$ cat config.mk
export PLATFORM = sky130hd
export DESIGN_NAME = tcdm_fifo_top
export DESIGN_NICKNAME = d
export VERILOG_FILES = /design/src/fifo_pkg.sv /design/src/tcdm_pkg.sv /design/src/stream_fifo.sv /design/src/req_path.sv /design/src/resp_path.sv /design/src/decouple_ctrl.sv /design/src/tcdm_fifo_top.sv
export SDC_FILE = /design/constraint.sdc
export NUM_CORES = 1
export LEC_CHECK = 0
export BUFFER_PORTS_ARGS = -buffer_cell sky130_fd_sc_hd__buf_2
export CAP_MARGIN = 20
export CORE_MARGIN = 4
export CORE_UTILIZATION = 38
export CTS_BUF_LIST = sky130_fd_sc_hd__clkbuf_8 sky130_fd_sc_hd__clkbuf_16
export CTS_CLUSTER_DIAMETER = 30
export DETAILED_ROUTE_END_ITERATION = 10
export PLACE_DENSITY_LB_ADDON = 0.12
export SETUP_SLACK_MARGIN = 0.2
export SLEW_MARGIN = 20
export SYNTH_ARGS = -nofsm -noshare
export SYNTH_HDL_FRONTEND = slang
export SYNTH_SLANG_ARGS = --single-unit
export TNS_END_PERCENT = 30
$ cat constraint.sdc
create_clock -name clk_i -period 8.85 [get_ports clk_i]
set_input_delay 1.77 -clock clk_i [delete_from_list [all_inputs] [get_ports clk_i]]
set_output_delay 1.77 -clock clk_i [all_outputs]
set_load 0.05 [all_outputs]
$ cat src/fifo_pkg.sv
// ========================================
// fifo_pkg
// depth and counter widths shared by the
// request and response queues.
// ========================================

package fifo_pkg;

  // entries per queue.
  localparam int unsigned FIFO_DEPTH = 4;

  // read and write pointer width.
  localparam int unsigned FIFO_PW = (FIFO_DEPTH > 1) ? $clog2(FIFO_DEPTH) : 1;

  // occupancy counter, counts 0 to FIFO_DEPTH.
  localparam int unsigned FIFO_CW = $clog2(FIFO_DEPTH + 1);

endpackage

$ cat src/tcdm_pkg.sv
// ========================================
// tcdm_pkg
// bus widths of the tcdm port and the
// request word as one packed union that
// has a flat view and a field view.
// ========================================

package tcdm_pkg;

  // byte address.
  localparam int unsigned ADDR_W = 32;

  // one data word per request and response.
  localparam int unsigned DATA_W = 32;

  // one enable per data byte.
  localparam int unsigned BE_W = DATA_W / 8;

  // add + data + be + wen, 69 bits.
  localparam int unsigned REQ_W = ADDR_W + DATA_W + BE_W + 1;

  // one request word, decoded two ways.
  // the queue stores the flat view.
  // initiator and memory side use the fields.
  // field order puts add in the top bits.
  typedef union packed {
    logic [REQ_W-1:0] flat;
    struct packed {
      logic [ADDR_W-1:0] add;
      logic [DATA_W-1:0] data;
      logic [BE_W-1:0]   be;
      logic              wen;
    } fields;
  } tcdm_req_u;

endpackage

$ cat src/stream_fifo.sv
// ========================================
// stream_fifo
// registered valid/ready queue of
// FIFO_DEPTH entries, no fall-through.
// empty and full flags, synchronous clear.
// ========================================

`timescale 1ns/1ps

module stream_fifo #(
  parameter int unsigned DATA_WIDTH = 32
) (
  input  logic                  clk_i,
  input  logic                  rst_ni,
  input  logic                  clear_i,
  input  logic                  push_valid_i,
  input  logic [DATA_WIDTH-1:0] push_data_i,
  output logic                  push_ready_o,
  output logic                  pop_valid_o,
  output logic [DATA_WIDTH-1:0] pop_data_o,
  input  logic                  pop_ready_i,
  output logic                  empty_o,
  output logic                  full_o
);

  import fifo_pkg::*;

  // storage, written only on an accepted push.
  logic [DATA_WIDTH-1:0] mem_q [FIFO_DEPTH];

  logic [FIFO_PW-1:0] wr_ptr_q;
  logic [FIFO_PW-1:0] rd_ptr_q;
  logic [FIFO_CW-1:0] count_q;
  logic               push;
  logic               pop;

  // flags straight from the counter.
  assign empty_o = (count_q == '0);
  assign full_o  = (count_q == FIFO_CW'(FIFO_DEPTH));

  assign push_ready_o = ~full_o;
  assign pop_valid_o  = ~empty_o;
  assign pop_data_o   = mem_q[rd_ptr_q];

  // accepted transfers.
  assign push = push_valid_i & push_ready_o;
  assign pop  = pop_valid_o & pop_ready_i;

  always_ff @(posedge clk_i) begin
    if (push) begin
      mem_q[wr_ptr_q] <= push_data_i;
    end
  end

  // pointers wrap at FIFO_DEPTH-1.
  always_ff @(posedge clk_i or negedge rst_ni) begin
    if (!rst_ni) begin
      wr_ptr_q <= '0;
      rd_ptr_q <= '0;
      count_q  <= '0;
    end else if (clear_i) begin
      wr_ptr_q <= '0;
      rd_ptr_q <= '0;
      count_q  <= '0;
    end else begin
      if (push) begin
        wr_ptr_q <= (wr_ptr_q == FIFO_PW'(FIFO_DEPTH - 1)) ? '0 : wr_ptr_q + 1'b1;
      end
      if (pop) begin
        rd_ptr_q <= (rd_ptr_q == FIFO_PW'(FIFO_DEPTH - 1)) ? '0 : rd_ptr_q + 1'b1;
      end
      // push and pop together leave the count alone.
      if (push && !pop) begin
        count_q <= count_q + 1'b1;
      end else if (pop && !push) begin
        count_q <= count_q - 1'b1;
      end
    end
  end

  // pointers meet on a non-empty queue only when it is full.
  // push_ready is then low before a push can overwrite the head.
  a_no_push_full : assert property (@(posedge clk_i) disable iff (!rst_ni)
    ((wr_ptr_q == rd_ptr_q) && !empty_o) |-> full_o)
    else $error("stream_fifo: push could overwrite the unread head");

  // pointers meet on a non-full queue only when it is empty.
  // pop_valid is then low before a stale entry can leave.
  a_no_pop_empty : assert property (@(posedge clk_i) disable iff (!rst_ni)
    ((wr_ptr_q == rd_ptr_q) && !full_o) |-> empty_o)
    else $error("stream_fifo: pop could return a stale entry");

endmodule

$ cat src/req_path.sv
// ========================================
// req_path
// packs initiator request fields into one
// word, queues it and unpacks the queue
// head toward the memory port.
// ========================================

`timescale 1ns/1ps

module req_path (
  input  logic                        clk_i,
  input  logic                        rst_ni,
  input  logic                        clear_i,
  input  logic                        req_i,
  input  logic [tcdm_pkg::ADDR_W-1:0] add_i,
  input  logic [tcdm_pkg::DATA_W-1:0] data_i,
  input  logic [tcdm_pkg::BE_W-1:0]   be_i,
  input  logic                        wen_i,
  output logic                        gnt_o,
  input  logic                        req_pop_i,
  output logic                        req_valid_o,
  output logic                        req_empty_o,
  output logic [tcdm_pkg::ADDR_W-1:0] mem_add_o,
  output logic [tcdm_pkg::DATA_W-1:0] mem_data_o,
  output logic [tcdm_pkg::BE_W-1:0]   mem_be_o,
  output logic                        mem_wen_o
);

  import tcdm_pkg::*;

  tcdm_req_u push_word;
  tcdm_req_u pop_word;

  // initiator side writes the fields.
  always_comb begin
    push_word.fields.add  = add_i;
    push_word.fields.data = data_i;
    push_word.fields.be   = be_i;
    push_word.fields.wen  = wen_i;
  end

  // req/gnt map onto push valid/ready.
  // gnt is high whenever the queue has room.
  stream_fifo #(
    .DATA_WIDTH ( REQ_W )
  ) req_fifo_inst (
    .clk_i        ( clk_i          ),
    .rst_ni       ( rst_ni         ),
    .clear_i      ( clear_i        ),
    .push_valid_i ( req_i          ),
    .push_data_i  ( push_word.flat ),
    .push_ready_o ( gnt_o          ),
    .pop_valid_o  ( req_valid_o    ),
    .pop_data_o   ( pop_word.flat  ),
    .pop_ready_i  ( req_pop_i      ),
    .empty_o      ( req_empty_o    ),
    .full_o       (                )
  );

  // memory side reads the head back as fields.
  assign mem_add_o  = pop_word.fields.add;
  assign mem_data_o = pop_word.fields.data;
  assign mem_be_o   = pop_word.fields.be;
  assign mem_wen_o  = pop_word.fields.wen;

  // head held until the memory grant pops it.
  a_add_stable : assert property (@(posedge clk_i) disable iff (!rst_ni)
    (req_valid_o && !req_pop_i && !clear_i) |=> $stable(mem_add_o))
    else $error("req_path: mem_add_o changed before grant");

endmodule

$ cat src/resp_path.sv
// ========================================
// resp_path
// catches each memory response pulse,
// holds it while the response queue is
// full and queues it toward the initiator.
// ========================================

`timescale 1ns/1ps

module resp_path (
  input  logic                        clk_i,
  input  logic                        rst_ni,
  input  logic                        clear_i,
  input  logic                        mem_r_valid_i,
  input  logic [tcdm_pkg::DATA_W-1:0] mem_r_data_i,
  input  logic                        rsp_ready_i,
  output logic                        r_valid_o,
  output logic [tcdm_pkg::DATA_W-1:0] r_data_o,
  output logic                        resp_not_full_o,
  output logic                        resp_empty_o
);

  import tcdm_pkg::*;

  // one-entry capture register.
  logic              cap_valid_q;
  logic [DATA_W-1:0] cap_data_q;

  logic              push_valid;
  logic [DATA_W-1:0] push_data;
  logic              push_ready;

  // live pulse first, held entry otherwise.
  assign push_valid = mem_r_valid_i | cap_valid_q;
  assign push_data  = mem_r_valid_i ? mem_r_data_i : cap_data_q;

  // set on a pulse the queue refuses.
  // cleared once the queue takes the held entry.
  always_ff @(posedge clk_i or negedge rst_ni) begin
    if (!rst_ni) begin
      cap_valid_q <= 1'b0;
    end else if (clear_i) begin
      cap_valid_q <= 1'b0;
    end else if (mem_r_valid_i) begin
      cap_valid_q <= ~push_ready;
    end else if (push_ready) begin
      cap_valid_q <= 1'b0;
    end
  end

  // data only, qualified by cap_valid_q.
  always_ff @(posedge clk_i) begin
    if (mem_r_valid_i && !push_ready) begin
      cap_data_q <= mem_r_data_i;
    end
  end

  // response queue, drained by the initiator's ready level.
  stream_fifo #(
    .DATA_WIDTH ( DATA_W )
  ) resp_fifo_inst (
    .clk_i        ( clk_i        ),
    .rst_ni       ( rst_ni       ),
    .clear_i      ( clear_i      ),
    .push_valid_i ( push_valid   ),
    .push_data_i  ( push_data    ),
    .push_ready_o ( push_ready   ),
    .pop_valid_o  ( r_valid_o    ),
    .pop_data_o   ( r_data_o     ),
    .pop_ready_i  ( rsp_ready_i  ),
    .empty_o      ( resp_empty_o ),
    .full_o       (              )
  );

  assign resp_not_full_o = push_ready;

  // request gating upstream keeps a second response from landing.
  a_no_cap_overrun : assert property (@(posedge clk_i) disable iff (!rst_ni)
    (cap_valid_q && !push_ready) |-> !mem_r_valid_i)
    else $error("resp_path: response lost, capture register busy");

endmodule

$ cat src/decouple_ctrl.sv
// ========================================
// decouple_ctrl
// issues memory requests only while the
// response queue has room, pops the
// request queue on grant, merges flags.
// ========================================

`timescale 1ns/1ps

module decouple_ctrl (
  input  logic req_valid_i,
  input  logic req_empty_i,
  input  logic resp_not_full_i,
  input  logic resp_empty_i,
  input  logic mem_gnt_i,
  output logic mem_req_o,
  output logic req_pop_o,
  output logic empty_o
);

  // pending request and room for its response.
  // the capture register covers the one in flight
  // when the queue turns full.
  assign mem_req_o = req_valid_i & resp_not_full_i;

  // grant only comes with mem_req_o, so the head is valid.
  assign req_pop_o = mem_gnt_i;

  // idle when both queues hold nothing.
  assign empty_o = req_empty_i & resp_empty_i;

  // memory must not grant a request that is not issued.
  always_comb begin
    a_gnt_with_req : assert final (!mem_gnt_i || mem_req_o)
      else $error("decouple_ctrl: mem_gnt_i without mem_req_o");
  end

endmodule

$ cat src/tcdm_fifo_top.sv
// ========================================
// tcdm_fifo_top
// decoupling buffer between a streamer
// and a tcdm port: request queue, response
// capture and queue, and request gating.
// ========================================

`timescale 1ns/1ps

module tcdm_fifo_top (
  input  logic                        clk_i,
  input  logic                        rst_ni,
  input  logic                        clear_i,
  // initiator side.
  input  logic                        req_i,
  input  logic [tcdm_pkg::ADDR_W-1:0] add_i,
  input  logic [tcdm_pkg::DATA_W-1:0] data_i,
  input  logic [tcdm_pkg::BE_W-1:0]   be_i,
  input  logic                        wen_i,
  input  logic                        rsp_ready_i,
  output logic                        gnt_o,
  output logic                        r_valid_o,
  output logic [tcdm_pkg::DATA_W-1:0] r_data_o,
  // memory side.
  output logic                        mem_req_o,
  output logic [tcdm_pkg::ADDR_W-1:0] mem_add_o,
  output logic [tcdm_pkg::DATA_W-1:0] mem_data_o,
  output logic [tcdm_pkg::BE_W-1:0]   mem_be_o,
  output logic                        mem_wen_o,
  input  logic                        mem_gnt_i,
  input  logic                        mem_r_valid_i,
  input  logic [tcdm_pkg::DATA_W-1:0] mem_r_data_i,
  output logic                        empty_o
);

  // status and pop between the paths and control.
  logic req_valid;
  logic req_empty;
  logic req_pop;
  logic resp_not_full;
  logic resp_empty;

  decouple_ctrl decouple_ctrl_inst (
    .req_valid_i     ( req_valid     ),
    .req_empty_i     ( req_empty     ),
    .resp_not_full_i ( resp_not_full ),
    .resp_empty_i    ( resp_empty    ),
    .mem_gnt_i       ( mem_gnt_i     ),
    .mem_req_o       ( mem_req_o     ),
    .req_pop_o       ( req_pop       ),
    .empty_o         ( empty_o       )
  );

  req_path req_path_inst (
    .clk_i       ( clk_i      ),
    .rst_ni      ( rst_ni     ),
    .clear_i     ( clear_i    ),
    .req_i       ( req_i      ),
    .add_i       ( add_i      ),
    .data_i      ( data_i     ),
    .be_i        ( be_i       ),
    .wen_i       ( wen_i      ),
    .gnt_o       ( gnt_o      ),
    .req_pop_i   ( req_pop    ),
    .req_valid_o ( req_valid  ),
    .req_empty_o ( req_empty  ),
    .mem_add_o   ( mem_add_o  ),
    .mem_data_o  ( mem_data_o ),
    .mem_be_o    ( mem_be_o   ),
    .mem_wen_o   ( mem_wen_o  )
  );

  resp_path resp_path_inst (
    .clk_i           ( clk_i         ),
    .rst_ni          ( rst_ni        ),
    .clear_i         ( clear_i       ),
    .mem_r_valid_i   ( mem_r_valid_i ),
    .mem_r_data_i    ( mem_r_data_i  ),
    .rsp_ready_i     ( rsp_ready_i   ),
    .r_valid_o       ( r_valid_o     ),
    .r_data_o        ( r_data_o      ),
    .resp_not_full_o ( resp_not_full ),
    .resp_empty_o    ( resp_empty    )
  );

endmodule

==> metrics.md <==
| Metric | Value |
|---|---|
| Setup CP Type | reg2out |
| Die Y-Extent | approximately 220 um |
| DR WL/cell | approximately 21 um |
| VDD IR-drop max | approximately 0.21 mV |
| Syn Area/Cell | ~24 um^2 |
| Reg-to-Reg End | resp_path_inst.cap_data_q[19]$_DFFE_PP_ |
| Clock skew | between 15 and 20 ps |
| DRT Pass-1 Iters | 4 |
| Core area | between 0.04 and 0.05 mm^2 |
| R2R Setup Slk | roughly 6300 ps |
| Post-route worst setup slack | slightly below 4000 ps |
| Synth cell types | 34 |
| Crit-path max cell delay | 840 ps |
| Worst Hold Depth | 2 |
| Vias in the first global route | approximately 9000 |
| Fmax achieved | approximately 200 MHz |
| Initial antenna violation count | 7 |
| Root Buffer Master | clkbuf_16 |
| Post-Route Setup TNS | 0 ps |
| TritonCTS Sinks | approximately 450 |
| Mapped Cells | roughly 700 |
| Synth Warn # | 0 |
| Residual DRC | 0 |
| Routed wire length | 35.4 mm |
| Register-to-Register Path Depth | 3 |
| Num rows | between 70 and 80 |
| CTS H-tree lvls | 3 |
| Seq/Total Area, Yosys | 0.797 |
| Pwr Density | ~370 mW/mm^2 |
| Crit start category | register |
| Setup bufs post-CTS | 0 |
| Largest net degree at the start of global routing | 49 |
| Final net count | between 1000 and 1500 |
| Port bufs | 212 |
| Fin. Hold Viols | 0 |
| Via count | just over 8000 |
| Crit-path cells | buf_4 > mux4_2 > buf_2 |
| IO Pins | 213 |
| DRT iter0 DRCs | ~560 |
| Final setup vio count | 0 |
| CP startpoint | req_path_inst.req_fifo_inst.rd_ptr_q[0]$_DFFE_PN0P_ |
| RSZ-0062 raised after global routing | no |
| Hold crit path type | reg2reg |
| Hold_buf cts | 0 |
| Clock slew seen by the registers of the worst setup and hold paths | around 50 ps |
| Final Max Slew Viols | 0 |
| Post-DP HPWL | between 20 and 25 mm |
| Grt total ovfl | 0 |
| Post-Syn Area | about 0.017 mm^2 |
| Multi-input gate area | roughly 0.0033 mm^2 |
| Skew-Pair Late Insertion Delay | between 600 and 700 ps |
| CP bufs+invs | 2 |
| Fin crit share | 0.553 |
| Place WS | 4460 ps |
| First-pass GRT wire length | around 54 mm |
| Clock Tree Buf Depth | 3 |
| Avg Vias per Cell | about 4.8 |
| Arrival time worst endpoint | 3130 ps |
| Layout cells sized above 1 | 0.492 |
| ANT nets after route | 0 |
| Ranking of synthesized cells by area | edfxtp_1 (77%), mux4_2 (13%), mux2_2 (2.3%) |
| Die X-Extent | 219 um |
| Final Hold Slack | ~550 ps |
| Post_cts resized | 0 |
| Final Wtd Congestion | 0.716 |
| CTS tree | done |
| Min Tclk post-route | roughly 4900 ps |
| CTS buffer count | 100 |
| Fillers | about 3700 |
| Worst Max-Slew Pin Slew | 967 ps |
| Required time worst endpoint | 7080 ps |
| CP max stage cell | buf_4 |
| Slew HR | 0.355 |
| Run status | finished clean |
| Overall Global Routing Usage | 0.150 |
| Starting Density | 0.383 |
| Area Overhead vs Synth | 32.1% |
| Die area | around 0.048 mm^2 |
| Worst path depth | 3 |
| Setup crit end | mem_data_o[25] |
| Register area | about 0.013 mm^2 |
| Critical path's top delay family | buffers and inverters |
| Top-area cell type share of the netlist area | 0.775 |
| Worst-path fanout max | 46 |
| Register bit count reported by yosys | about 450 |
| Mapped Nets | approximately 830 |
| Max-cap viol count | 0 |
| Worst r2r src | resp_path_inst.resp_fifo_inst.count_q[0]$_DFFE_PN0P_ |
| Crit path capture type | primary output |
| Static leakage | around 7.8 nW |
| Largest area contributor in the netlist | edfxtp_1 |
[synthesized netlist by cell type]
cell type	n
edfxtp_1	436
mux4_2	101
mux2_2	34
clkbuf_1	17
nor2_1	17
dfrtp_1	15
buf_2	12
nand2_1	12
ha_1	10
inv_1	9
a21oi_1	8
and2_1	6
and3_1	4
or3_1	4
xnor2_1	4
nor3_1	3
fa_1	2
mux2_1	2
nor3b_1	2
o21ai_0	2
a2111oi_0	1
a21boi_0	1
buf_1	1
buf_6	1
mux2i_1	1
nand2_4	1
nand3_1	1
nand3b_1	1
nor3b_2	1
o211ai_1	1
o22ai_1	1
o31a_1	1
or3b_1	1
or4_1	1
[worst min path at each step]
stage / from / end / slack [ps]
2_1_floorplan: req_path_inst.req_fifo_inst.wr_ptr_q[1]$_DFFE_PN0P_ / req_path_inst.req_fifo_inst.wr_ptr_q[1]$_DFFE_PN0P_ / 540
3_3_place_gp: resp_path_inst.resp_fifo_inst.rd_ptr_q[1]$_DFFE_PN0P_ / resp_path_inst.resp_fifo_inst.rd_ptr_q[1]$_DFFE_PN0P_ / 550
3_5_place_dp: resp_path_inst.resp_fifo_inst.rd_ptr_q[1]$_DFFE_PN0P_ / resp_path_inst.resp_fifo_inst.rd_ptr_q[1]$_DFFE_PN0P_ / 540
4_1_cts: resp_path_inst.resp_fifo_inst.rd_ptr_q[1]$_DFFE_PN0P_ / resp_path_inst.resp_fifo_inst.rd_ptr_q[1]$_DFFE_PN0P_ / 550
5_1_grt: resp_path_inst.resp_fifo_inst.rd_ptr_q[1]$_DFFE_PN0P_ / resp_path_inst.resp_fifo_inst.rd_ptr_q[1]$_DFFE_PN0P_ / 560
6_report: resp_path_inst.resp_fifo_inst.rd_ptr_q[1]$_DFFE_PN0P_ / resp_path_inst.resp_fifo_inst.rd_ptr_q[1]$_DFFE_PN0P_ / 550
[cells by family after synthesis]
logic type               count (synthesis)  share of synthesized area
flip-flops                             451                      0.797
multiplexers                           138                      0.159
AND/OR/NAND/NOR                         54                     0.0165
buffers and inverters                   40                     0.0102
AO/OA/AOI/OAI                           15                    0.00526
adder cells (fa/ha/maj)                 12                    0.00977
XOR/XNOR                                 4                    0.00207
[registers in the layout, summed over array words and instances (netlist names)]
| name | flops |
|---|---|
| resp_path_inst.resp_fifo_inst.count_q | 3 |
| req_path_inst.req_fifo_inst.rd_ptr_q | 2 |
| resp_path_inst.resp_fifo_inst.mem_q | 128 |
| req_path_inst.req_fifo_inst.wr_ptr_q | 2 |
| resp_path_inst.resp_fifo_inst.rd_ptr_q | 2 |
| resp_path_inst.cap_data_q | 32 |
| resp_path_inst.cap_valid_q | 1 |
| resp_path_inst.resp_fifo_inst.wr_ptr_q | 2 |
| req_path_inst.req_fifo_inst.count_q | 3 |
| req_path_inst.req_fifo_inst.mem_q | 276 |
[tightest hold or removal path, stage by stage, from the launching register on]
cell     delay (ps)
dfrtp_1         390
nand2_1          60
a21oi_1          60
[cell usage in the layout, fill, tap and decap left out, drive strengths merged, types with 13 or more instances in the layout]
cell,n
clkinv,44
buf,226
bufinv,20
clkbuf,100
inv,21
mux4,101
mux2,36
dfrtp,15
nor2,17
nand2,13
edfxtp,436
[where the power goes]
part	internal [W]	switching, W
sequential	0.00263	0.0000898
clock	0.00266	0.00120
combinational	0.000512	0.00123
[final cells by class]
class                   count  area share
well taps                 592      0.0332
clock inverters            88      0.0495
diodes                      5    0.000561
clock buffers             100       0.112
repair buffers            226      0.0523
multi-input cells         223       0.147
inverters                   9     0.00151
flip-flops and latches    451       0.604
[metal layers]
metal	global-route usage	vias to the layer above	wire length, um
li1	-	3638	-
met1	0.189	4229	14600
met2	0.232	224	17000
met3	0.0677	71	2990
met4	0.0476	8	706
met5	0	-	55
[metrics by stage]
step	cell area, um^2	total power [W]	utilization	std cells
global route	22300	0.00866	0.506	1690
CTS	22300	0.00845	0.505	1689
floorplan	16900	0.00408	-	714
global placement	18700	0.00453	0.424	1501
detailed placement	18700	0.00454	0.424	1501
finish	22300	0.00832	0.506	1694
Power figures use the tool's default switching activity.
